## src/rtl/pe_pkg.sv

```systemverilog
package pe_pkg;

    // element and host word sizes
    localparam int data_w = 32;
    localparam int word_w = 64;

    // addressing inside one bank
    localparam int elem_aw    = 10;           // element index
    localparam int pair_aw    = 9;            // even/odd pair index
    localparam int pair_depth = 1 << pair_aw;

    // result storage
    localparam int tag_w     = 4;
    localparam int res_depth = 16;

    typedef enum logic [1:0] {
        op_add = 2'd0,  // wrapping sum
        op_xor = 2'd1,
        op_max = 2'd2,  // unsigned
        op_min = 2'd3   // unsigned
    } pe_op_e;

    // host command, len of zero is ignored
    typedef struct packed {
        pe_op_e             op;
        logic               bank;
        logic [elem_aw-1:0] base;
        logic [elem_aw-1:0] len;
        logic [tag_w-1:0]   tag;
    } pe_cmd_t;

    // per-element control, travels next to the read data
    typedef struct packed {
        logic             valid;
        logic             first;  // restarts the accumulator
        logic             last;   // closes the reduction
        pe_op_e           op;
        logic [tag_w-1:0] tag;
    } pe_ctl_t;

    // finished reduction
    typedef struct packed {
        logic              valid;
        logic [tag_w-1:0]  tag;
        logic [data_w-1:0] value;
    } pe_res_t;

endpackage

```

## src/rtl/res_buf.sv

```systemverilog
`default_nettype none

module res_buf import pe_pkg::*; (
    input  wire logic              clk,
    input  wire logic              rst_n,
    input  wire pe_res_t           res,
    input  wire logic [tag_w-1:0]  rd_tag,

    output logic      [data_w-1:0] rd_data,
    output logic                   done,
    output logic      [tag_w-1:0]  done_tag
);

    logic [data_w-1:0] mem [res_depth];

    // every valid result lands, no back-pressure
    always_ff @(posedge clk) begin
        if (res.valid) begin
            mem[res.tag] <= res.value;
        end
    end

    // host read port, one cycle latency
    always_ff @(posedge clk) begin
        rd_data <= mem[rd_tag];
    end

    always_ff @(posedge clk) begin
        if (!rst_n) begin
            done <= 1'b0;
        end else begin
            done <= res.valid;  // single pulse per result
        end
    end

    always_ff @(posedge clk) begin
        if (res.valid) begin
            done_tag <= res.tag;
        end
    end

endmodule

`default_nettype wire

```

## config.mk

```make
export PLATFORM = sky130hd
export DESIGN_NAME = res_buf
export DESIGN_NICKNAME = d
export VERILOG_FILES = /design/src/rtl/pe_pkg.sv /design/src/rtl/res_buf.sv
export SDC_FILE = /design/constraint.sdc
export NUM_CORES = 1
export LEC_CHECK = 0
export ABC_AREA = 0
export BUFFER_PORTS_ARGS = -buffer_cell sky130_fd_sc_hd__clkbuf_2
export CAP_MARGIN = 20
export CORE_ASPECT_RATIO = 1.2
export CORE_MARGIN = 5
export CORE_UTILIZATION = 60
export CTS_CLUSTER_DIAMETER = 80
export CTS_CLUSTER_SIZE = 28
export DETAILED_ROUTE_END_ITERATION = 16
export GPL_ROUTABILITY_DRIVEN = 0
export PLACE_DENSITY = 0.74
export SLEW_MARGIN = 20
export SYNTH_ARGS = -nofsm -noshare
export SYNTH_HDL_FRONTEND = slang
export SYNTH_SLANG_ARGS = --single-unit
```

## constraint.sdc

```tcl
create_clock -name clk -period 6.3 [get_ports clk]
set_input_delay 1.26 -clock clk [delete_from_list [all_inputs] [get_ports clk]]
set_output_delay 1.26 -clock clk [all_outputs]
set_load 0.005 [all_outputs]
```

# Word-level counts from Yosys, hierarchy flattened
# Memory sizes are Yosys's and may differ from the RTL's. A register that Yosys moved wholly into a read port is not among the register bits.
# Index checks and enable logic that the tools add are counted.
# op_classes
n_mux	2
# ops
op	n
$mux W1	2
# word_totals
regBits	5
ramBits	512
out_inout_bits	37
elab_cells	5
mem_count	1
# mem_list
name	depth	word_bits	rd	rd_clocked_by_memory_dff	write_ports	line_no	rtl
mem	16	32	1	1	1	res_buf.sv:14	logic [data_w-1:0] mem [res_depth];

# Depth between registers and ports, before layout
# logic_depth
word_depth	2
depth_mapped	5

# Worst setup path after synthesis
# OpenSTA, ideal clock, no wires.
# synth_path
kind	input to register
startpoint	in res[34] (netlist bit)
endpoint	mem mem[0][0], enable pin
setup_time_ns	0.461
arrival_ns	3.978
required_time_ns	5.839
setup_slack_ns	1.860
cell_stages	2
path_cell_list	or3b_2 -> nor3_1
# synth_rtl
element	line_no	rtl
start: declaration	res_buf.sv:6	input wire pe_res_t res,
end: declaration	res_buf.sv:14	
# No word-level cell before the write port.

==> flow_summary.json <==
{
  "comb_power_share": 0.056,
  "synth_area_per_cell_sq_um": 23.7,
  "power_leakage_nw": 6.86,
  "status": "finished, final reports clean",
  "ant_nets": 0,
  "finalHoldViolCount": 0,
  "final_common_cell": "edfxtp_1",
  "clockBufferDepth": 3,
  "start_util": 0.604,
  "end_kind": "flip-flop",
  "final_cell_area_sq_mm": 0.0218,
  "die_x_um": 177,
  "wl_per_cell_um": 27.1,
  "tns_ns": 0,
  "synth_area_sq_mm": 0.0200,
  "hp-class": "flip-flop to flip-flop",
  "tightest_slew_ns": 1.03,
  "cpMaxStageDelayCell": "buf_8",
  "worst-setup-path-type": "primary input to flip-flop",
  "drv_cap": 0,
  "p_clk_frac": 0.278,
  "p_switching_mw": 1.24,
  "vias": 8802,
  "finalMaxSlewViolations": 0,
  "fin_util": 0.658,
  "die_h_um": 210,
  "routed_wl_mm": 37.8,
  "r2r_start": "mem[3][5]",
  "r2r_slack_ns": 4.92,
  "worstPathArrival_ns": 3.35,
  "row_count": 73,
  "dpl_cell_area_sq_mm": 0.0211,
  "ys_ff_latch": 549,
  "period_share": 0.462,
  "syn2layout_area_growth_pct": 8.94,
  "syn_nets": 887,
  "antenna_found_initial": 1,
  "ctsResizeCount": 0,
  "whs_path_depth": 3,
  "ir_drop_uv": 177,
  "regToRegEndpoint": "rd_data[5]",
  "cpPeakStageDelay_ns": 0.70,
  "max_freq_ghz": 0.344,
  "p_sw_frac": 0.201,
  "yosysSeqAreaShare": 0.808,
  "yosysUniqueCellTypes": 17,
  "synthCells": 844,
  "grt_overflow": 0,
  "htreeDepth": 1,
  "root_buffer": "clkbuf_16",
  "drtIter0Drc": 1004,
  "clock_latency_ns": 0.56,
  "dp_hpwl_mm": 19.5,
  "cts.sinks": 549,
  "max-slew-margin-rel": 0.314,
  "grt.total_usage": 0.207,
  "cellInternalPower_mw": 4.92,
  "grt_pass1_vias": 9199,
  "n_fill_cell": 2139,
  "hold_path_startpoint": "mem[13][7]",
  "grt_max_degree": 83,
  "synth_warnings": 0,
  "grt_pass1_wl_mm": 57.3,
  "crit_chain": "buf_8 -> buf_4 -> mux4_2 -> a22oi_1 -> nand2_1",
  "period_needed_ns": 2.91,
  "powerDensity_mw_per_mm2": 283,
  "holdPathEnd": "rd_data[7]",
  "cp_top_family": "buffers and inverters",
  "skew_ns": 0.0160,
  "crit_fanout": 82,
  "path_clk_slew_ns": 0.10,
  "io_pins": 80,
  "post_drt_via_cell_ratio": 6.31,
  "crit_required_ns": 6.74,
  "crit_buf_inv": 2,
  "drc": 0,
  "cp-start-kind": "primary input",
  "die-area_sq_mm": 0.0371,
  "r2r_cells": 3,
  "dr.pass1.iters": 5,
  "finalSetupViolCount": 0,
  "cts_setup_buffers": 0,
  "layout_common_cells": "edfxtp_1 (516), mux4_2 (128), clkbuf_2 (77)",
  "final_nets": 971,
  "rsz0062_at_grt": "no",
  "drive_gt1_frac": 0.294,
  "port-buffer-count": 79,
  "power_frac_seq": 0.666,
  "cts_tree": "yes",
  "cts_inserted_buffers": 23,
  "hold_buffers": 0,
  "core_sq_mm": 0.0331
}
[cell usage after synthesis]
master    number  share of area
a22oi_1       64          0.024
and2_1         2        0.00063
buf_1          9         0.0017
buf_2          8         0.0020
buf_4          9         0.0034
clkbuf_1      17         0.0032
dfxtp_1       33          0.033
edfxtp_1     516           0.78
mux4_2       128           0.14
nand2_1       33         0.0062
nand2b_1       2        0.00063
nand3_1        1        0.00025
nand3b_1       2        0.00075
nor2_1        13         0.0024
nor2b_1        2        0.00063
nor3_1         4         0.0010
or3b_2         1        0.00044
[power by group through the flow]
stage / Clock [mW] / Combinational, mW / Sequential, mW
finish: 1.71 / 0.343 / 4.10
CTS: 1.75 / 0.349 / 4.11
floorplan: 0 / 0.193 / 4.18
detailed placement: 0 / 0.348 / 4.19
global route: 1.89 / 0.374 / 4.11
global placement: 0 / 0.335 / 4.18
[worst max-delay path by stage]
stage	cells after the start	endpoint	from	slack, ns
after floorplan	2	mem[0][0]	res[34]	1.86
after global placement	5	rd_data[14]	rd_tag[0]	2.70
after detailed placement	5	rd_data[29]	rd_tag[0]	2.68
after CTS	5	rd_data[26]	rd_tag[0]	3.23
after global routing	5	rd_data[31]	rd_tag[0]	3.15
final	5	rd_data[26]	rd_tag[0]	3.39
[metrics by stage]
step,hold WS (ns),setup WS [ns],power (mW),cells
after global routing,0.694,3.15,6.38,1394
after detailed placement,0.656,2.68,4.54,1353
after global placement,0.646,2.70,4.52,1350
after floorplan,0.635,1.86,4.38,844
after CTS,0.679,3.23,6.20,1393
final,0.670,3.39,6.16,1394
[logic make-up after synthesis]
group                  after synthesis  share of synthesized area
DFF                                549                      0.808
muxes                              128                      0.144
AOI/OAI and AO/OA                   64                     0.0240
and+or+nand+nor                     60                     0.0130
buffers and inverters               43                     0.0103
[worst min-delay path, delay by kind of cell (launching register included)]
kind / cells / cell delay, ns
flops: 1 / 0.33
mux: 1 / 0.23
simple gates: 1 / 0.05
compound gates: 1 / 0.06
[state kept, by name, indices dropped and copies added (netlist names)]
name	flops
done	1
rd_data	32
done_tag	4
mem	512
[metal layers]
| layer | share of wire | track usage | vias up | wire length [um] |
|---|---|---|---|---|
| li1 | - | - | 3729 | - |
| met1 | 0.41 | 0.312 | 4724 | 15500 |
| met2 | 0.51 | 0.342 | 309 | 19300 |
| met3 | 0.066 | 0.0252 | 40 | 2480 |
| met4 | 0.013 | 0.0382 | 0 | 510 |
| met5 | 0 | 0 | - | 0 |
[cell type report]
type                            instances  area, sq um  share of cell area
Antenna cell                            1         2.50            0.000115
Clock buffer                           37          628              0.0289
Clock inverter                          3         25.0             0.00115
Multi-Input combinational cell        252         3760               0.173
Tap cell                              450          563              0.0259
Sequential cell                       549        16200               0.742
Timing Repair Buffer                  102          638              0.0293
Note: power is estimated with default switching activity, not from simulation.
