## config.mk

```make
export PLATFORM = sky130hd
export DESIGN_NAME = p_ctrl
export DESIGN_NICKNAME = d
export VERILOG_FILES = /design/src/rtl/pe_pkg.sv /design/src/rtl/p_ctrl.sv
export SDC_FILE = /design/constraint.sdc
export NUM_CORES = 1
export LEC_CHECK = 0
export CAP_MARGIN = 20
export CORE_AREA = 2 2 64 66
export CTS_CLUSTER_DIAMETER = 50
export DETAILED_ROUTE_END_ITERATION = 16
export DIE_AREA = 0 0 66 68
export DONT_BUFFER_PORTS = 1
export GPL_TIMING_DRIVEN = 0
export PLACE_DENSITY_LB_ADDON = 0.08
export SYNTH_ARGS = -nofsm -noshare
export SYNTH_HDL_FRONTEND = slang
export SYNTH_SLANG_ARGS = --single-unit
```

## constraint.sdc

```tcl
create_clock -name clk -period 2.1 [get_ports clk]
set_clock_uncertainty 0.15 [all_clocks]
set_input_delay 0.315 -clock clk [delete_from_list [all_inputs] [get_ports clk]]
set_output_delay 0.315 -clock clk [all_outputs]
set_load 0.01 [all_outputs]
```

## src/rtl/pe_pkg.sv

```systemverilog
package pe_pkg;

    // element and host word sizes
    localparam int data_w = 32;
    localparam int word_w = 64;

    // addressing inside one bank
    localparam int elem_aw    = 10;           // element index
    localparam int pair_aw    = 9;            // even/odd pair index
    localparam int pair_depth = 1 << pair_aw;

    // result storage
    localparam int tag_w     = 4;
    localparam int res_depth = 16;

    typedef enum logic [1:0] {
        op_add = 2'd0,  // wrapping sum
        op_xor = 2'd1,
        op_max = 2'd2,  // unsigned
        op_min = 2'd3   // unsigned
    } pe_op_e;

    // host command, len of zero is ignored
    typedef struct packed {
        pe_op_e             op;
        logic               bank;
        logic [elem_aw-1:0] base;
        logic [elem_aw-1:0] len;
        logic [tag_w-1:0]   tag;
    } pe_cmd_t;

    // per-element control, travels next to the read data
    typedef struct packed {
        logic             valid;
        logic             first;  // restarts the accumulator
        logic             last;   // closes the reduction
        pe_op_e           op;
        logic [tag_w-1:0] tag;
    } pe_ctl_t;

    // finished reduction
    typedef struct packed {
        logic              valid;
        logic [tag_w-1:0]  tag;
        logic [data_w-1:0] value;
    } pe_res_t;

endpackage

```

## src/rtl/p_ctrl.sv

```systemverilog
`default_nettype none

module p_ctrl import pe_pkg::*; (
    input  wire logic             clk,
    input  wire logic             rst_n,
    input  wire logic             start,
    input  wire pe_cmd_t          cmd,

    output logic                  busy,
    output logic                  exec,
    output logic      [elem_aw:0] exec_src_addr,
    output pe_ctl_t               elem_ctl
);

    typedef enum logic {
        st_idle,
        st_run
    } state_e;

    state_e             state;
    pe_cmd_t            cmd_q;    // latched command
    logic [elem_aw-1:0] idx;      // current element index
    logic [elem_aw-1:0] cnt;      // elements still to read
    logic               accept;

    // start while busy or with zero length is dropped
    assign accept = start && (state == st_idle) && (cmd.len != '0);

    always_ff @(posedge clk) begin
        if (!rst_n) begin
            state <= st_idle;
            cnt   <= '0;
        end else begin
            unique case (state)
                st_idle: begin
                    if (accept) begin
                        state <= st_run;
                        cnt   <= cmd.len;
                    end
                end
                st_run: begin
                    cnt <= cnt - 1'b1;
                    if (cnt == elem_aw'(1)) begin
                        state <= st_idle;   // last read issued this cycle
                    end
                end
            endcase
        end
    end

    // command fields and address stepping
    always_ff @(posedge clk) begin
        if (accept) begin
            cmd_q <= cmd;
            idx   <= cmd.base;
        end else if (exec) begin
            idx <= idx + 1'b1;  // wraps inside the bank
        end
    end

    assign busy = (state == st_run);

    // one read per cycle for the whole run
    assign exec          = (state == st_run);
    assign exec_src_addr = {cmd_q.bank, idx};

    // control pipe, one stage to match the buffer read latency
    always_ff @(posedge clk) begin
        if (!rst_n) begin
            elem_ctl <= '0;
        end else begin
            elem_ctl.valid <= exec;
            elem_ctl.first <= (cnt == cmd_q.len);
            elem_ctl.last  <= (cnt == elem_aw'(1));
            elem_ctl.op    <= cmd_q.op;
            elem_ctl.tag   <= cmd_q.tag;
        end
    end

endmodule

`default_nettype wire

```

* Word level (Yosys, flattened, before mapping)
Cells that the tools add are included.
Cells by class: reductions and logical operators 4, add/sub/neg operators 2, equality and inequality tests 3, bitwise gates (word level) 1, mux-type cells 7
Operators with widths (count):
- $mux W10 | 3
- $pmux W10 S2 | 1
- $add A10 B1 Y10 const B | 1
- $eq A10 B1 Y1 const B | 1
- $eq A10 B10 Y1 | 1
- $reduce_bool A10 Y1 | 1
- $sub A10 B1 Y10 const B | 1
- $logic_and A1 B1 Y1 | 2
- $mux W1 | 2
- $ne A2 B2 Y1 const B | 1
- $pmux W1 S2 | 1
- $reduce_bool A2 Y1 | 1
- $not A1 Y1 | 1
Storage, ports and cells: input bits 30, output and inout bits 22, register bits 47, logic and storage cells 29

* Longest topological paths before layout
Gate-level depths: netlist of run 1.
depth in word-level cells 5, gate-level depth with buffers 8, gate-level depth less buffers 6

* Worst setup path after synthesis of run 1
No wires, ideal clock.
path kind in2reg, start input cmd[6] (netlist name), end register idx[2], data pin, data arrival time 1.803 ns, setup time 0.258 ns, stages on the path 6, setup slack -0.112 ns, buffers on the path 1, data required time 1.692 ns, path through or4_1 o41ai_4 inv_2 buf_4 nand2_1 o21ai_1
On the way: word-level cells in the longest chain between the ends 3
Ends and longest elaborated chain:
- start, declared | RTL line p_ctrl.sv:7 | input wire pe_cmd_t cmd,
- $reduce_bool A10 Y1 | RTL line p_ctrl.sv:27 | assign accept = start && (state == st_idle) && (cmd.len != '0);
- $logic_and A1 B1 Y1 | RTL line p_ctrl.sv:27
- net accept | RTL line p_ctrl.sv:24 | logic accept;
- $mux W10 | RTL line p_ctrl.sv:53 | if (accept) begin
- end signal, assigned | RTL line p_ctrl.sv:55 | idx <= cmd.base;
- end signal, assigned | RTL line p_ctrl.sv:57 | idx <= idx + 1'b1;
- end, declared | RTL line p_ctrl.sv:22 | logic [elem_aw-1:0] idx;
The timed path passes the listed nets, and every way through them passes these cells. A chain may end at the register's enable or synchronous reset.

* Worst setup path in the final report of run 1
start input cmd[13] (netlist name), end register idx[9], data pin
Same word-level chain as after synthesis.

==> results of run 1 <==
[cell usage after synthesis, drive strengths merged]
cell type and instances:
and2 6, o311ai 1, nor2 11, nand3b 1
clkbuf 4, nand2 22, nor3 6, nand3 14
and3b 1, a22oi 2, o211ai 1, o21ai 9
a2bb2oi 1, xnor2 16, or4 3, or2 1
a31oi 3, dfxtp 20, xor2 2, inv 5
a22o 1, nor4b 1, ha 3, o41ai 1
nor2b 1, nor4 1, a21oi 11, buf 4
edfxtp 27, a221oi 1, or4b 1, nand4 3
[path summary, 6_finish.rpt]
check	from	to	slack, ns	cells after the start
setup / recovery	cmd[13]	idx[9]	0.13	6
hold / removal	rst_n	elem_ctl[5]	0.004	1
setup reg to reg	busy	idx[3]	0.17	6
hold reg to reg	cmd_q[3]	elem_ctl[3]	0.30	1
[per-layer routing]
metal / share of wire / track usage / vias up
li1: - / - / 712
met1: 0.43 / 0.257 / 665
met2: 0.48 / 0.316 / 65
met3: 0.076 / 0.0493 / 7
met4: 0.013 / 0.0791 / 0
met5: 0 / 0 / -
[layout by cell type (no fill, tap or decap), types with 2 or more instances in the layout]
cell type,instances
clkbuf_1,2
o21ai_1,9
dfxtp_1,20
dlygate4sd3_1,18
nand4_1,3
and2_1,6
edfxtp_1,27
a31oi_1,3
nor2_1,11
nand3_1,14
nand2_1,21
clkbuf_8,6
buf_4,3
a21oi_1,11
xnor2_1,16
nor3_1,6
xor2_1,2
a22oi_1,2
inv_1,4
ha_1,3
or4_1,2
[per-stage QoR]
step           setup WS, ns  TNS, ns
2_1_floorplan       -0.0542   -0.480
3_3_place_gp         -0.284    -8.03
3_5_place_dp         -0.309    -7.88
4_1_cts              0.0171        0
5_1_grt              0.0462        0
6_report              0.135        0
[cells by family after synthesis]
logic type	after synthesis	synth area share
buf+inv	13	0.0332
flops	47	0.595
compound gates	31	0.100
fa+ha+maj	3	0.0185
simple gates	72	0.175
xor+xnor	18	0.0775
[registers in the layout, summed over array words and instances (netlist names)]
signal and count:
cmd_q 16, cnt 10, idx 10, elem_ctl 9, busy 1, exec_src_addr 1
[timing repair]
action                     in CTS  in global routing
cloned                          0                  0
pin swaps                       0                  1
hold buffers                   18                  0
setup endpoints to repair      38                 37
hold endpoints to repair       22                  0
buffers inserted                0                  1
gates resized for setup         2                  6
[final cells by class]
| cell class | count | area (sq um) |
|---|---|---|
| buffer | 8 | 66.3 |
| multi-input combinational | 124 | 774 |
| inverter | 5 | 21.3 |
| clock buffer | 7 | 108 |
| sequential | 47 | 1210 |
| clock inverter | 1 | 5.00 |
| tap | 50 | 62.6 |
| timing repair buffer | 19 | 188 |
| fill | 310 | 1420 |
[critical path: cells and delay by family]
| family | cells | cell delay [ns] |
|---|---|---|
| AND/OR/NAND/NOR | 2 | 0.60 |
| AO/OA/AOI/OAI | 2 | 0.58 |
| buffers and inverters | 2 | 0.36 |
[power groups by stage]
| stage | Sequential [W] | Clock, W | Combinational, W |
|---|---|---|---|
| after CTS | 0.00118 | 0.000635 | 0.000318 |
| after global placement | 0.00120 | 0 | 0.000277 |
| final | 0.00118 | 0.000627 | 0.000326 |
| after floorplan | 0.00118 | 0 | 0.000236 |
| after detailed placement | 0.00120 | 0 | 0.000286 |
| after global routing | 0.00120 | 0.000675 | 0.000364 |
==> impl_metrics.py, run 1 <==
metrics = {
    "clocking": {
        "clock-sinks": 47,
        "htreeDepth": 2,
        "cts_max_path_buffers": 2,
        "root_buffer": "clkbuf_8",
        "cts_tree": "done",
        "cts.clk_slew.worst_paths_ns": 0.08,
        "cts_buffers": 5,
        "clk_latency_ns": 0.30,
    },
    "place": {
        "placed_cell_area_sq_um": 2120,
        "place_congestion": 0.838,
        "placed_cells": 234,
        "dp_hpwl_mm": 2.78,
        "io_buffers": 0,
    },
    "timing": {
        "grt_setup_unrepaired": "false",
        "period_needed_ns": 1.97,
        "fmax_mhz": 509,
        "final_hold_viol_count": 0,
        "period_share": 0.936,
        "final-setup-viol-count": 0,
        "fin_hold_ws_ns": 0.00400,
        "tightestPinTransition_ns": 0.510,
        "slew_viol_final": 0,
        "timing.slew.headroom": 0.659,
    },
    "detailed_routing": {
        "first_pass_iters": 5,
        "vias_per_cell": 5.55,
        "drt_iter0_markers": 113,
        "via_count": 1449,
        "wl_mm": 4.18,
        "wl_per_cell_um": 16.0,
        "postRouteAntennaNets": 0,
        "drc": 0,
    },
    "grt": {
        "grt_pass1_wl_mm": 6.57,
        "grt_max_degree": 27,
        "gr-total-overflow": 0,
        "track_usage": 0.196,
        "grt_antenna_before_repair": 0,
        "grt_pass1_vias": 1426,
    },
    "power": {
        "comb_power_share": 0.153,
        "p_seq_frac": 0.554,
        "p_sw_w": 0.000565,
        "powerDensity_nw_per_um2": 877,
        "p_leak_nw": 0.849,
        "total_power_w": 0.00214,
        "vdd_ir_drop_max_v": 0.000499,
        "p_int_w": 0.00157,
        "p_sw_frac": 0.264,
        "clock_power_share": 0.293,
    },
    "setup_path": {
        "cp_slowest_cell": "or4_4",
        "crit_chain": "or4_4 > o41ai_4 > inv_4 > buf_12 > nand2_1 > o21ai_1",
        "endpoint_kind": "flip-flop",
        "crit_path_max_incr_delay_ns": 0.53,
        "cp-start-kind": "primary input",
        "crit_fanout": 26,
        "critical_path_required_ns": 2.00,
        "critical_path_arrival_ns": 1.86,
        "crit_type": "in2reg",
    },
    "die": {
        "die-height_um": 68,
        "fp.dieW_um": 66,
        "design.core.area_sq_um": 3860,
        "ios": 52,
        "dieArea_sq_um": 4490,
        "initial_core_util": 0.528,
        "placement_rows": 23,
    },
    "final_layout": {
        "final_area_sq_um": 2440,
        "antenna_cells": 0,
        "drive_gt1_frac": 0.109,
        "finalNonFillerCells": 261,
        "fin_nets": 243,
        "fin_util": 0.632,
        "area_growth_pct": 19.7,
    },
    "run_status": {
        "status": "completed",
    },
    "yosys": {
        "syn-num-nets": 217,
        "syn_inst": 184,
        "synth.avg_cell_area_sq_um": 11.1,
        "syn-cell-area_sq_um": 2030,
        "yosysWarnings": 0,
        "ys_seq_elements": 47,
        "synth_top_area_frac": 0.399,
        "synth_area_leaders": "edfxtp_1 (40%), dfxtp_1 (20%), xnor2_1 (6.9%)",
        "synthDistinctLibCells": 34,
        "ys_seq_area_frac": 0.595,
        "yosysTopAreaCell": "edfxtp_1",
    },
    "worst_hold_path": {
        "hold_class": "in2reg",
    },
    "flow_run": {
        "cap_violations": 0,
    },
}
No activity file was read; power rests on OpenSTA's default activity.
==> inputs of run 2 (changes only) <==
- HOLD_SLACK_MARGIN: default -> 0.12
==> impl_metrics.py, run 2 (synthesis results as in run 1) <==
metrics = {
    "setup_path": {
        "endpoint_kind": "flip-flop",
        "worstReg2RegStart": "busy",
        "cp_slowest_cell": "or4_1",
        "reg2reg_to": "idx[3]",
        "worst-r2r-cell-count": 6,
        "crit_fanout": 26,
        "crit_chain": "or4_1 > o41ai_4 > inv_4 > buf_12 > nand2_1 > o21ai_1",
        "critical_path_required_ns": 2.00,
        "crit_type": "in2reg",
        "cp-start-kind": "primary input",
        "cp_top_family": "simple AND/OR/NAND/NOR gates",
        "r2r_setup_slack_ns": 0.18,
        "cp_num_buf_inv": 2,
        "critical_path_arrival_ns": 1.87,
        "crit_path_max_incr_delay_ns": 0.59,
    },
    "clocking": {
        "root_buffer": "clkbuf_8",
        "cts_tree": "done",
        "clock-sinks": 47,
        "cts_buffers": 5,
        "cts.clk_slew.worst_paths_ns": 0.08,
        "htreeDepth": 2,
        "cts_max_path_buffers": 2,
        "clk_latency_ns": 0.30,
    },
    "timing": {
        "tightestPinTransition_ns": 0.514,
        "final-setup-viol-count": 0,
        "fin_hold_ws_ns": 0.197,
        "period_share": 0.940,
        "fmax_mhz": 506,
        "period_needed_ns": 1.97,
        "grt_setup_unrepaired": "false",
        "slew_viol_final": 0,
        "timing.slew.headroom": 0.656,
        "final_hold_viol_count": 0,
    },
    "final_layout": {
        "drive_gt1_frac": 0.104,
        "fin_nets": 254,
        "antenna_cells": 0,
        "top_regs": "cmd_q (16), cnt (10), idx (10)",
        "final_cell_mix": "dlygate4sd3_1 (29), edfxtp_1 (27), nand2_1 (21)",
        "area_growth_pct": 25.2,
        "final_common_cell": "dlygate4sd3_1",
        "fin_util": 0.660,
        "largest_register": "cmd_q",
        "largest_reg_flops": 16,
    },
    "place": {
        "place_congestion": 0.838,
        "dp_hpwl_mm": 2.78,
        "io_buffers": 0,
    },
    "worst_hold_path": {
        "hold_class": "in2reg",
        "worst_hold_path.num_cells": 3,
        "holdPathEnd": "cnt[9]",
        "min_from": "cmd[7]",
    },
    "die": {
        "die-height_um": 68,
        "placement_rows": 23,
        "initial_core_util": 0.528,
        "dieArea_sq_um": 4490,
        "ios": 52,
        "design.core.area_sq_um": 3860,
        "fp.dieW_um": 66,
    },
    "power": {
        "total_power_w": 0.00216,
        "vdd_ir_drop_max_v": 0.000500,
        "powerDensity_nw_per_um2": 848,
        "p_leak_nw": 0.895,
    },
    "detailed_routing": {
        "wl_mm": 4.17,
        "first_pass_iters": 4,
        "vias_per_cell": 5.50,
        "drt_iter0_markers": 123,
        "postRouteAntennaNets": 0,
        "drc": 0,
        "wl_per_cell_um": 15.3,
        "via_count": 1496,
    },
    "run_status": {
        "status": "completed",
    },
    "grt": {
        "track_usage": 0.195,
        "grt_pass1_wl_mm": 6.56,
        "grt_max_degree": 27,
        "grt_pass1_vias": 1443,
        "gr-total-overflow": 0,
        "grt_antenna_before_repair": 0,
    },
    "flow_run": {
        "cap_violations": 0,
    },
}
## run 2: timing repair
action                                  in CTS  in global routing
buffers inserted                             0                  1
hold buffers                                29                  0
endpoints found under the hold margin       44                  0
gates resized for setup                      2                  6
pin swaps                                    0                  1
endpoints found under the setup margin      38                 37
## run 2: cell type report
cell class              instances  area [sq um]
flip-flops and latches         47          1210
repair buffers                 30           298
well taps                      50          62.6
fillers                       307          1310
clock buffers                   7           108
multi-input cells             124           774
inverters                       5          21.3
plain buffers                   8          66.3
clock inverters                 1          5.00
## run 2: stage by stage
stage | worst slack [ns] | std cells | setup TNS (ns) | cell area [sq um]
floorplan | -0.0542 | 184 | -0.480 | 2050
global placement | -0.284 | 234 | -8.03 | 2120
detailed placement | -0.309 | 234 | -7.88 | 2120
CTS | 0.0171 | 271 | 0 | 2520
global route | 0.0461 | 272 | 0 | 2550
finish | 0.125 | 272 | 0 | 2550
## run 2: routing by layer
| metal | routed length [um] | global-route usage | up-vias |
|---|---|---|---|
| li1 | - | - | 735 |
| met1 | 1830 | 0.256 | 686 |
| met2 | 1980 | 0.316 | 67 |
| met3 | 303 | 0.0461 | 8 |
| met4 | 58 | 0.0791 | 0 |
| met5 | 0 | 0 | - |
## run 2: worst min-delay path: cells and delay by family
family	cells	cell delay, ns
compound gates	2	0.18
simple gates	1	0.10
## run 2: report_power, final
part	total (W)	internal [W]	switching, W
clock	0.000630	0.000337	0.000292
sequential	0.00118	0.00108	0.000106
combinational	0.000345	0.000170	0.000176
## run 2: how the worst max path moves through the flow
stage	startpoint	cells after the start	endpoint	slack, ns
floorplan	cmd[13]	6	idx[2]	-0.05
detailed placement	cmd[13]	6	idx[9]	-0.31
finish	cmd[12]	6	idx[9]	0.13
global placement	cmd[13]	6	idx[2]	-0.28
global route	cmd[13]	6	idx[9]	0.05
CTS	cmd[13]	6	idx[9]	0.02
