[src/rtl/pe_pkg.sv]
package pe_pkg;

    // element and host word sizes
    localparam int data_w = 32;
    localparam int word_w = 64;

    // addressing inside one bank
    localparam int elem_aw    = 10;           // element index
    localparam int pair_aw    = 9;            // even/odd pair index
    localparam int pair_depth = 1 << pair_aw;

    // result storage
    localparam int tag_w     = 4;
    localparam int res_depth = 16;

    typedef enum logic [1:0] {
        op_add = 2'd0,  // wrapping sum
        op_xor = 2'd1,
        op_max = 2'd2,  // unsigned
        op_min = 2'd3   // unsigned
    } pe_op_e;

    // host command, len of zero is ignored
    typedef struct packed {
        pe_op_e             op;
        logic               bank;
        logic [elem_aw-1:0] base;
        logic [elem_aw-1:0] len;
        logic [tag_w-1:0]   tag;
    } pe_cmd_t;

    // per-element control, travels next to the read data
    typedef struct packed {
        logic             valid;
        logic             first;  // restarts the accumulator
        logic             last;   // closes the reduction
        pe_op_e           op;
        logic [tag_w-1:0] tag;
    } pe_ctl_t;

    // finished reduction
    typedef struct packed {
        logic              valid;
        logic [tag_w-1:0]  tag;
        logic [data_w-1:0] value;
    } pe_res_t;

endpackage

[src/rtl/pe_alu.sv]
`default_nettype none

module pe_alu import pe_pkg::*; (
    input  wire logic              clk,
    input  wire logic              rst_n,
    input  wire pe_ctl_t           elem_ctl,
    input  wire logic [data_w-1:0] elem,

    output pe_res_t                res
);

    pe_ctl_t           ctl_q;    // input stage
    logic [data_w-1:0] elem_q;
    logic [data_w-1:0] acc;
    logic [data_w-1:0] fold;
    logic [data_w-1:0] acc_nxt;

    // register the incoming element and its control
    always_ff @(posedge clk) begin
        if (!rst_n) begin
            ctl_q <= '0;
        end else begin
            ctl_q <= elem_ctl;
        end
    end

    always_ff @(posedge clk) begin
        elem_q <= elem;
    end

    // combine by opcode, all unsigned
    always_comb begin
        unique case (ctl_q.op)
            op_add: fold = acc + elem_q;
            op_xor: fold = acc ^ elem_q;
            op_max: fold = (elem_q > acc) ? elem_q : acc;
            op_min: fold = (elem_q < acc) ? elem_q : acc;
        endcase
    end

    // first element starts a new reduction
    assign acc_nxt = ctl_q.first ? elem_q : fold;

    always_ff @(posedge clk) begin
        if (ctl_q.valid) begin
            acc <= acc_nxt;
        end
    end

    // result goes out together with the final accumulate
    always_ff @(posedge clk) begin
        if (!rst_n) begin
            res.valid <= 1'b0;
        end else begin
            res.valid <= ctl_q.valid && ctl_q.last;
        end
    end

    always_ff @(posedge clk) begin
        if (ctl_q.valid && ctl_q.last) begin
            res.tag   <= ctl_q.tag;
            res.value <= acc_nxt;
        end
    end

endmodule

`default_nettype wire

[config.mk]
export PLATFORM = sky130hd
export DESIGN_NAME = pe_alu
export DESIGN_NICKNAME = d
export VERILOG_FILES = /design/src/rtl/pe_pkg.sv /design/src/rtl/pe_alu.sv
export SDC_FILE = /design/constraint.sdc
export NUM_CORES = 1
export LEC_CHECK = 0
export ABC_CLOCK_PERIOD_IN_PS = 3450
export BUFFER_PORTS_ARGS = -buffer_cell sky130_fd_sc_hd__buf_2
export CAP_MARGIN = 5
export CORE_ASPECT_RATIO = 1.4
export CORE_MARGIN = 2
export CORE_UTILIZATION = 40
export DETAILED_ROUTE_END_ITERATION = 8
export GPL_TIMING_DRIVEN = 0
export HOLD_SLACK_MARGIN = 0.1
export SETUP_SLACK_MARGIN = 0.05
export SYNTH_ARGS = -nofsm -noshare
export SYNTH_HDL_FRONTEND = slang
export SYNTH_SLANG_ARGS = --single-unit
[constraint.sdc]
create_clock -name clk -period 3.45 [get_ports clk]
set_clock_uncertainty 0.2 [all_clocks]
set_input_delay 0.1725 -clock clk [delete_from_list [all_inputs] [get_ports clk]]
set_output_delay 0.1725 -clock clk [all_outputs]
set_load 0.05 [all_outputs]
---- Yosys cells after proc, flatten, opt, wreduce, memory -nomap -nowiden ----
Index checks and enable logic that the tools add are counted.
W data, S select, Z words.
cells by class
  add/sub/neg operators ................... 1
  magnitude comparators ................... 2
  equal/unequal tests ..................... 3
  mux-type cells .......................... 4
  bitwise gates (word level) .............. 1
  reductions and logical operators ........ 2
operator list
  cell                  count
  $pmux W32 S4          1
  $mux W32              3
  $add A32 B32 Y32      1
  $gt A32 B32 Y1        1
  $lt A32 B32 Y1        1
  $xor A32 B32 Y32      1
  $eq A2 B2 Y1 const B  2
  $eq A2 B1 Y1 const B  1
  $logic_not A2 Y1      1
  $logic_and A1 B1 Y1   1
storage, ports and cells
  flip-flop bits (word level) ............. 110
  output and inout port bits .............. 37
  logic and storage cells ................. 23

---- Depth between registers and ports, before layout ----
Gate-level depths: netlist of the first run.
  depth after elaboration ................. 4
  gate-level depth with buffers ........... 13
  mapped depth without buffers ............ 11

---- Least setup slack after synthesis of the first run ----
Ideal clock, no wire load.
  path kind ............................... register to register
  from .................................... register acc[8]
  to ...................................... register acc[15] (data pin)
  library setup time ...................... 0.265 ns
  arrival time ............................ 2.792 ns
  required time ........................... 2.985 ns
  setup slack ............................. 0.193 ns
  cell stages (with the launch flop) ...... 12
  buffers on the path ..................... 1
  clock period less this slack ............ 3.257 ns
  cell sequence ........................... edfxtp_1 > inv_1 > ha_1 > buf_6 > or3_4 > or4_4 > a21oi_4 > o31ai_1 > a2111oi_2 > o21ai_0 > nor3b_1 > a221o_1
on the way
  cells in the longest elaborated chain, start to end .. 4
  elaborated cells on any way between the ends .. 7
  classes of those cells .................. add/sub: 1; order compare: 2; mux: 4
RTL lines
  what                                                     RTL line                    text
  start, declared                                          pe_alu.sv:14                logic [data_w-1:0] acc;
  start signal, assigned                                   pe_alu.sv:46                acc <= acc_nxt;
  $lt A32 B32 Y1 / $gt A32 B32 Y1 (equally long branches)  pe_alu.sv:37, pe_alu.sv:36
  $mux W32, on equally long branches                       pe_alu.sv:37, pe_alu.sv:36
  $pmux W32 S4 (*)                                         pe_alu.sv:33                unique case (ctl_q.op)
  $mux W32 (*)                                             pe_alu.sv:42                assign acc_nxt = ctl_q.first ? elem_q : fold;
  via acc_nxt[15]                                          pe_alu.sv:16                logic [data_w-1:0] acc_nxt;
Mark *: on every way through the listed nets, which the timed path passes. The rest lies on a longest branch.
A chain may end at the register's enable or synchronous reset.

---- Worst setup path in the final report of the first run ----
  from .................................... register acc[19]
  to ...................................... register acc[25] (data pin)
The elaborated chain is that of the path after synthesis.

==> results.json, run 1 <==
{
  "whs_ns": 0.2107,
  "crit_type": "flip-flop to flip-flop",
  "maxSlewViolCount": 0,
  "gp_congestion": 0.9150,
  "yosys-top-cells-area": "edfxtp_1, dfxtp_1, ha_1, inv_1, a21oi_1",
  "track_usage_pct": 24.03,
  "htreeDepth": 3,
  "cp-end-kind": "flip-flop",
  "cts_tree": "yes",
  "die_w_um": 115.4,
  "worst_ep_required_time_ns": 3.36,
  "setup_tns_ns": -1.668,
  "rsz0062_at_grt": "true",
  "firstDrtPassIters": 5,
  "cp_data_arrival_time_ns": 3.50,
  "grt_max_degree": 35,
  "grt_pass1_vias": 6397,
  "drive_gt1_share_pct": 31.27,
  "syn-num-nets": 823,
  "setup_viol": 34,
  "clock-root-buffer": "clkbuf_16",
  "comb_power_share_pct": 33.1,
  "slew_headroom_pct": 36.55,
  "startpoint_type": "flip-flop",
  "overflow": 0,
  "numCtsBuffers": 9,
  "coreArea_um2": 17190,
  "die_area_um2": 18450,
  "synth_edf_count": 68,
  "synth_area_per_cell_um2": 9.699,
  "fin_crit_sh_pct": 103.9,
  "synthArstFlopShare_pct": 0,
  "layout_setup_ws_ns": -0.1352,
  "dpl_cell_area_um2": 7665,
  "clock_latency_ns": 0.38,
  "preCtsSetupSlack_ns": -0.7900,
  "antenna_found_initial": 0,
  "final_hold_viol_count": 0,
  "switchingPower_w": 0.001360,
  "syn_to_final_growth_pct": 39.87,
  "via_per_inst": 5.690,
  "vias": 6583,
  "synth_top_area_share_pct": 29.41,
  "numClockSinks": 110,
  "crit_start": "acc[19]$_DFFE_PP_",
  "drc": 0,
  "status": "complete, but fails checks",
  "synth_ff_type": "edfxtp_1",
  "antennaDiodeCount": 0,
  "ys_seq_area_share_pct": 41.51,
  "p_leak_nw": 3.905,
  "synth-seq-cells": 110,
  "start_util_pct": 40.40,
  "final_cells": 1157,
  "power_frac_clock_pct": 27.4,
  "fmax_ghz": 0.2789,
  "switching_share_pct": 34.14,
  "rr_startpoint": "acc[19]$_DFFE_PP_",
  "power_density_nw_per_um2": 410.0,
  "drt_iter0_markers": 458,
  "yosys_warnings": 0,
  "grt_first_pass_wirelength_mm": 34.18,
  "yosysTopAreaCell": "edfxtp_1",
  "intPower_w": 0.002622,
  "tightest_slew_ns": 0.9517,
  "routedWlPerCell_um": 19.37,
  "cts.clk_slew.worst_paths_ns": 0.09,
  "clockBufferDepth": 2,
  "seqPwrFrac_pct": 39.5,
  "wl_mm": 22.41,
  "place_inst": 1032,
  "synth_cells": 716,
  "min_path_type": "flip-flop to flip-flop",
  "dp_hpwl_mm": 15.02,
  "netlist_area_um2": 6944,
  "fin_area_um2": 9713,
  "fin_crit_ns": 3.585,
  "max_cap_viol_count": 0,
  "min_from": "ctl_q[3]$_SDFF_PN0_",
  "post_synth_num_cell_types": 81,
  "crit_fanout": 8,
  "die_h_um": 159.9,
  "port_buffers": 79,
  "violations": "setup timing",
  "num_rows": 57,
  "num-fill-cells": 1509,
  "final_antenna_net_count": 0,
  "layout.nets": 1023,
  "peakVddDrop_v": 0.0002182,
  "io-pin-count": 80
}
## through the flow
| stage | power [W] | util [%] |
|---|---|---|
| finish | 0.003982 | 56.51 |
| global placement | 0.002540 | 44.42 |
| floorplan | 0.002274 | - |
| CTS | 0.003839 | 53.52 |
| detailed placement | 0.002545 | 44.59 |
| global route | 0.004147 | 56.51 |
## routing by layer
layer  part of all wire, %  global-route usage [%]  vias up  wire (um)
met2                    50                   40.83      287      11250
met4                   5.3                   12.92        0       1193
li1                      -                       -     3079          -
met5                     0                       0        -          0
met1                    39                   28.45     3131       8695
met3                   5.7                   4.099       86       1271
## power by group through the flow
stage	clock network, W	logic [W]	registers (W)
floorplan	0	0.000651	0.00162
CTS	0.00110	0.00117	0.00157
global route	0.00115	0.00142	0.00158
finish	0.00109	0.00132	0.00157
detailed placement	0	0.000942	0.00160
global placement	0	0.000936	0.00160
## flip-flops by register name, indices dropped and copies added, names as in the netlist
| signal | flops |
|---|---|
| elem_q | 32 |
| ctl_q | 9 |
| res | 37 |
| acc | 32 |
## area by class of cell
class                      count  area (um2)  share of cell area, %
sequential                   110        2888                  29.73
tap                          236       295.3                  3.040
clock inverter                 7       86.33                 0.8888
inverter                      68       255.2                  2.628
multi-input combinational    504        4194                  43.18
timing repair buffer         195        1525                  15.70
buffer                        28       244.0                  2.512
clock buffer                   9       225.2                  2.319
## cells by family after synthesis
kind of cell	after synthesis	synth area share [%]
buffers and inverters	102	6.342
AO/OA/AOI/OAI	225	22.63
AND/OR/NAND/NOR	186	14.00
multiplexers	10	1.478
flip-flops	110	41.51
XOR/XNOR	19	2.396
adder cells (fa/ha/maj)	64	11.64
## cell usage after synthesis (10+ instances only)
| cell type | instances |
|---|---|
| nand3_1 | 11 |
| a31oi_1 | 10 |
| ha_1 | 63 |
| a21oi_1 | 48 |
| nor3_1 | 16 |
| o21ai_0 | 38 |
| nor2_1 | 52 |
| edfxtp_1 | 68 |
| inv_1 | 67 |
| clkbuf_1 | 14 |
| xnor2_1 | 16 |
| o211ai_1 | 13 |
| dfxtp_1 | 42 |
| buf_2 | 11 |
| and2_1 | 10 |
| a22oi_1 | 25 |
| nand4_1 | 12 |
| o31ai_1 | 13 |
| nand2_1 | 29 |
## worst paths after layout
path	to	cells after the start	slack [ns]
max reg2reg	acc[25]$_DFFE_PP_	14	-0.14
min	res[35]$_DFFE_PP_	0	0.21
min reg2reg	res[35]$_DFFE_PP_	0	0.21
max	acc[25]$_DFFE_PP_	14	-0.14
## critical path, stage by stage (launching register included)
cell      delay, ns
edfxtp_1       0.42
inv_2          0.08
ha_4           0.19
buf_6          0.13
a21oi_2        0.13
o21a_1         0.18
o211ai_1       0.17
a221o_2        0.44
buf_12         0.15
nor3_4         0.25
buf_6          0.19
buf_4          0.14
mux2i_1        0.22
o221ai_1       0.19
o22a_1         0.25
## what timing repair did
action | CTS | global route
buffers inserted | 37 | 25
setup endpoints to repair | 64 | 64
hold buffers | 51 | 0
hold endpoints to repair | 42 | 0
gates cloned | 1 | 3
gates resized for setup | 102 | 76
pin swaps | 38 | 49
## layout by cell type, fill, tap and decap left out, types with 18 or more instances in the layout
master	netlist	routed
nand2_1	29	29
inv_1	67	60
a21oi_1	48	39
nor2_1	52	50
buf_4	1	51
o21ai_0	38	18
buf_2	11	81
ha_1	63	46
dlygate4sd3_1	0	51
edfxtp_1	68	68
dfxtp_1	42	38
(Power assumes the default switching activity.)
==> inputs of run 2 (changes only) <==
Settings changed: ABC_CLOCK_PERIOD_IN_PS 3450 to 3300.
Clock period 3.45 ns to 3.3 ns, I/O delays scaled along.
==> run 2 against run 1 <==
  * The run still ends with setup timing left
  * Via count increased by 2.6%
  * Flip-flop and latch count did not move
  * Global-route usage increased by 0.36 points
  * Sequential share of layout area shrank 1.6 points
  * Critical path type unchanged
  * Largest power group unchanged
==> results.json, run 2 (synthesis gave the netlist of run 1 again) <==
{
  "switchingPower_w": 0.001511,
  "max_stage_delay_ns": 0.47,
  "start_util_pct": 40.40,
  "crit_type": "flip-flop to flip-flop",
  "status": "complete, but fails checks",
  "fmax_ghz": 0.2823,
  "violations": "setup timing",
  "num-fill-cells": 1460,
  "power_density_nw_per_um2": 425.2,
  "firstDrtPassIters": 5,
  "rr_startpoint": "elem_q[17]$_DFF_P_",
  "clockBufferDepth": 2,
  "power_frac_clock_pct": 26.8,
  "gp_congestion": 0.9254,
  "met1_usage_pct": 29.34,
  "fin_crit_ns": 3.542,
  "final_hold_viol_count": 0,
  "clock-root-buffer": "clkbuf_16",
  "die_h_um": 159.9,
  "startpoint_type": "flip-flop",
  "regMostFlops": "res",
  "reg2regPathDepth": 14,
  "slew_headroom_pct": 35.89,
  "tightest_slew_ns": 0.9616,
  "min_from": "ctl_q[3]$_SDFF_PN0_",
  "top_regs": "res x37, acc x32, elem_q x32",
  "syn_to_final_growth_pct": 48.18,
  "max_cap_viol_count": 0,
  "setup_viol": 64,
  "track_usage_pct": 24.39,
  "wl_mm": 23.32,
  "min_path_type": "flip-flop to flip-flop",
  "drive_gt1_share_pct": 37.55,
  "peakVddDrop_v": 0.0002776,
  "drt_iter0_markers": 480,
  "die_w_um": 115.4,
  "worst_ep_required_time_ns": 3.18,
  "seqPwrFrac_pct": 37.8,
  "grt_first_pass_wirelength_mm": 34.90,
  "num_rows": 57,
  "holdPathStages": 0,
  "antennaDiodeCount": 0,
  "cp_data_arrival_time_ns": 3.42,
  "layout.nets": 1042,
  "grt_use_met3_pct": 3.833,
  "layout_common_cells": "buf_2, edfxtp_1, buf_4, inv_1, dlygate4sd3_1",
  "top_usage_layer": "met2",
  "reg2reg_slack_ns": -0.24,
  "crit_fanout": 8,
  "io-pin-count": 80,
  "fin_crit_sh_pct": 107.3,
  "vias": 6752,
  "cts_tree": "yes",
  "antenna_found_initial": 0,
  "routedWlPerCell_um": 19.83,
  "overflow": 0,
  "maxSlewViolCount": 0,
  "grt_pass1_vias": 6523,
  "via_per_inst": 5.741,
  "htreeDepth": 3,
  "comb_power_share_pct": 35.4,
  "switching_share_pct": 34.52,
  "numCtsBuffers": 9,
  "largest_reg_flops": 37,
  "setup_tns_ns": -7.656,
  "cp-end-kind": "flip-flop",
  "layout_setup_ws_ns": -0.2420,
  "clock_latency_ns": 0.37,
  "intPower_w": 0.002865,
  "coreArea_um2": 17190,
  "layout_commonest_cell": "buf_2",
  "final_antenna_net_count": 0,
  "crit_path_top_delay_cell": "a221o_2",
  "port_buffers": 79,
  "whs_endpoint": "res[35]$_DFFE_PP_",
  "cp_cell_sequence": "ha_1 > buf_6 > a21oi_2 > o21a_1 > o211ai_1 > a221o_2 > buf_6 > nor3_4 > buf_12 > buf_8 > buf_12 > nor3_2 > o31ai_1 > o211ai_1",
  "numClockSinks": 110,
  "dp_hpwl_mm": 14.89,
  "die_area_um2": 18450,
  "drc": 0,
  "r2r_end": "res[16]$_DFFE_PP_",
  "p_leak_nw": 4.075,
  "cts.clk_slew.worst_paths_ns": 0.09,
  "grt_max_degree": 35,
  "grt_use_met2_pct": 41.81,
  "fin_util_pct": 59.87,
  "rsz0062_at_grt": "true"
}
[run 2: per-stage QoR]
stage | worst slack [ns] | total power (W) | std cells | area (um2) | hold slack [ns]
2_1_floorplan | 0.05177 | 0.002377 | 716 | 6944 | -0.007283
3_5_place_dp | -0.9578 | 0.002658 | 1032 | 7665 | 0.06857
4_1_cts | -0.1521 | 0.004170 | 1147 | 9574 | 0.2108
3_3_place_gp | -0.9200 | 0.002653 | 1031 | 7635 | 0.06676
6_report | -0.2420 | 0.004376 | 1176 | 10290 | 0.2111
5_1_grt | -0.2678 | 0.004561 | 1176 | 10290 | 0.2173
[run 2: per-layer routing]
| metal | vias to the layer above | wire length [um] |
|---|---|---|
| met5 | - | 0 |
| met4 | 0 | 1296 |
| met3 | 95 | 1305 |
| met2 | 306 | 11800 |
| met1 | 3216 | 8924 |
| li1 | 3135 | - |
[run 2: how the worst max path moves through the flow]
stage	from	cells after the start	end
global placement	acc[27]$_DFFE_PP_	12	res[16]$_DFFE_PP_
global route	elem_q[17]$_DFF_P_	13	res[15]$_DFFE_PP_
floorplan	acc[17]$_DFFE_PP_	13	acc[14]$_DFFE_PP_
detailed placement	acc[27]$_DFFE_PP_	12	res[16]$_DFFE_PP_
finish	elem_q[17]$_DFF_P_	14	res[16]$_DFFE_PP_
CTS	acc[8]$_DFFE_PP_	12	acc[15]$_DFFE_PP_
[run 2: area by class of cell]
| class | instances | area (um2) | area share, % |
|---|---|---|---|
| clock inverters | 7 | 101.3 | 0.9849 |
| well taps | 236 | 295.3 | 2.870 |
| clock buffers | 9 | 225.2 | 2.189 |
| multi-input cells | 504 | 4549 | 44.21 |
| inverters | 68 | 255.2 | 2.481 |
| repair buffers | 215 | 1728 | 16.79 |
| plain buffers | 27 | 241.5 | 2.347 |
| flip-flops and latches | 110 | 2894 | 28.12 |
[run 2: critical path, delay by kind of cell (launching register included)]
| family | cells | cell delay, ns |
|---|---|---|
| AOI/OAI and AO/OA | 6 | 1.40 |
| buffers and inverters | 5 | 0.69 |
| DFF | 1 | 0.44 |
| adders and majority gates | 1 | 0.28 |
| and+or+nand+nor | 2 | 0.23 |
[run 2: power by group through the flow]
stage / Sequential (W) / Clock [W] / Combinational (W)
5_1_grt: 0.00166 / 0.00125 / 0.00164
4_1_cts: 0.00165 / 0.00119 / 0.00133
2_1_floorplan: 0.00170 / 0 / 0.000680
3_3_place_gp: 0.00168 / 0 / 0.000977
6_report: 0.00165 / 0.00117 / 0.00155
3_5_place_dp: 0.00168 / 0 / 0.000982
[run 2: what timing repair did]
| action | CTS | global route |
|---|---|---|
| gates cloned | 3 | 3 |
| pin swaps | 44 | 48 |
| buffers inserted | 50 | 30 |
| setup endpoints to repair | 64 | 64 |
| resized for setup | 147 | 109 |
| endpoints found under the hold margin | 42 | 0 |
| hold buffers | 51 | 0 |
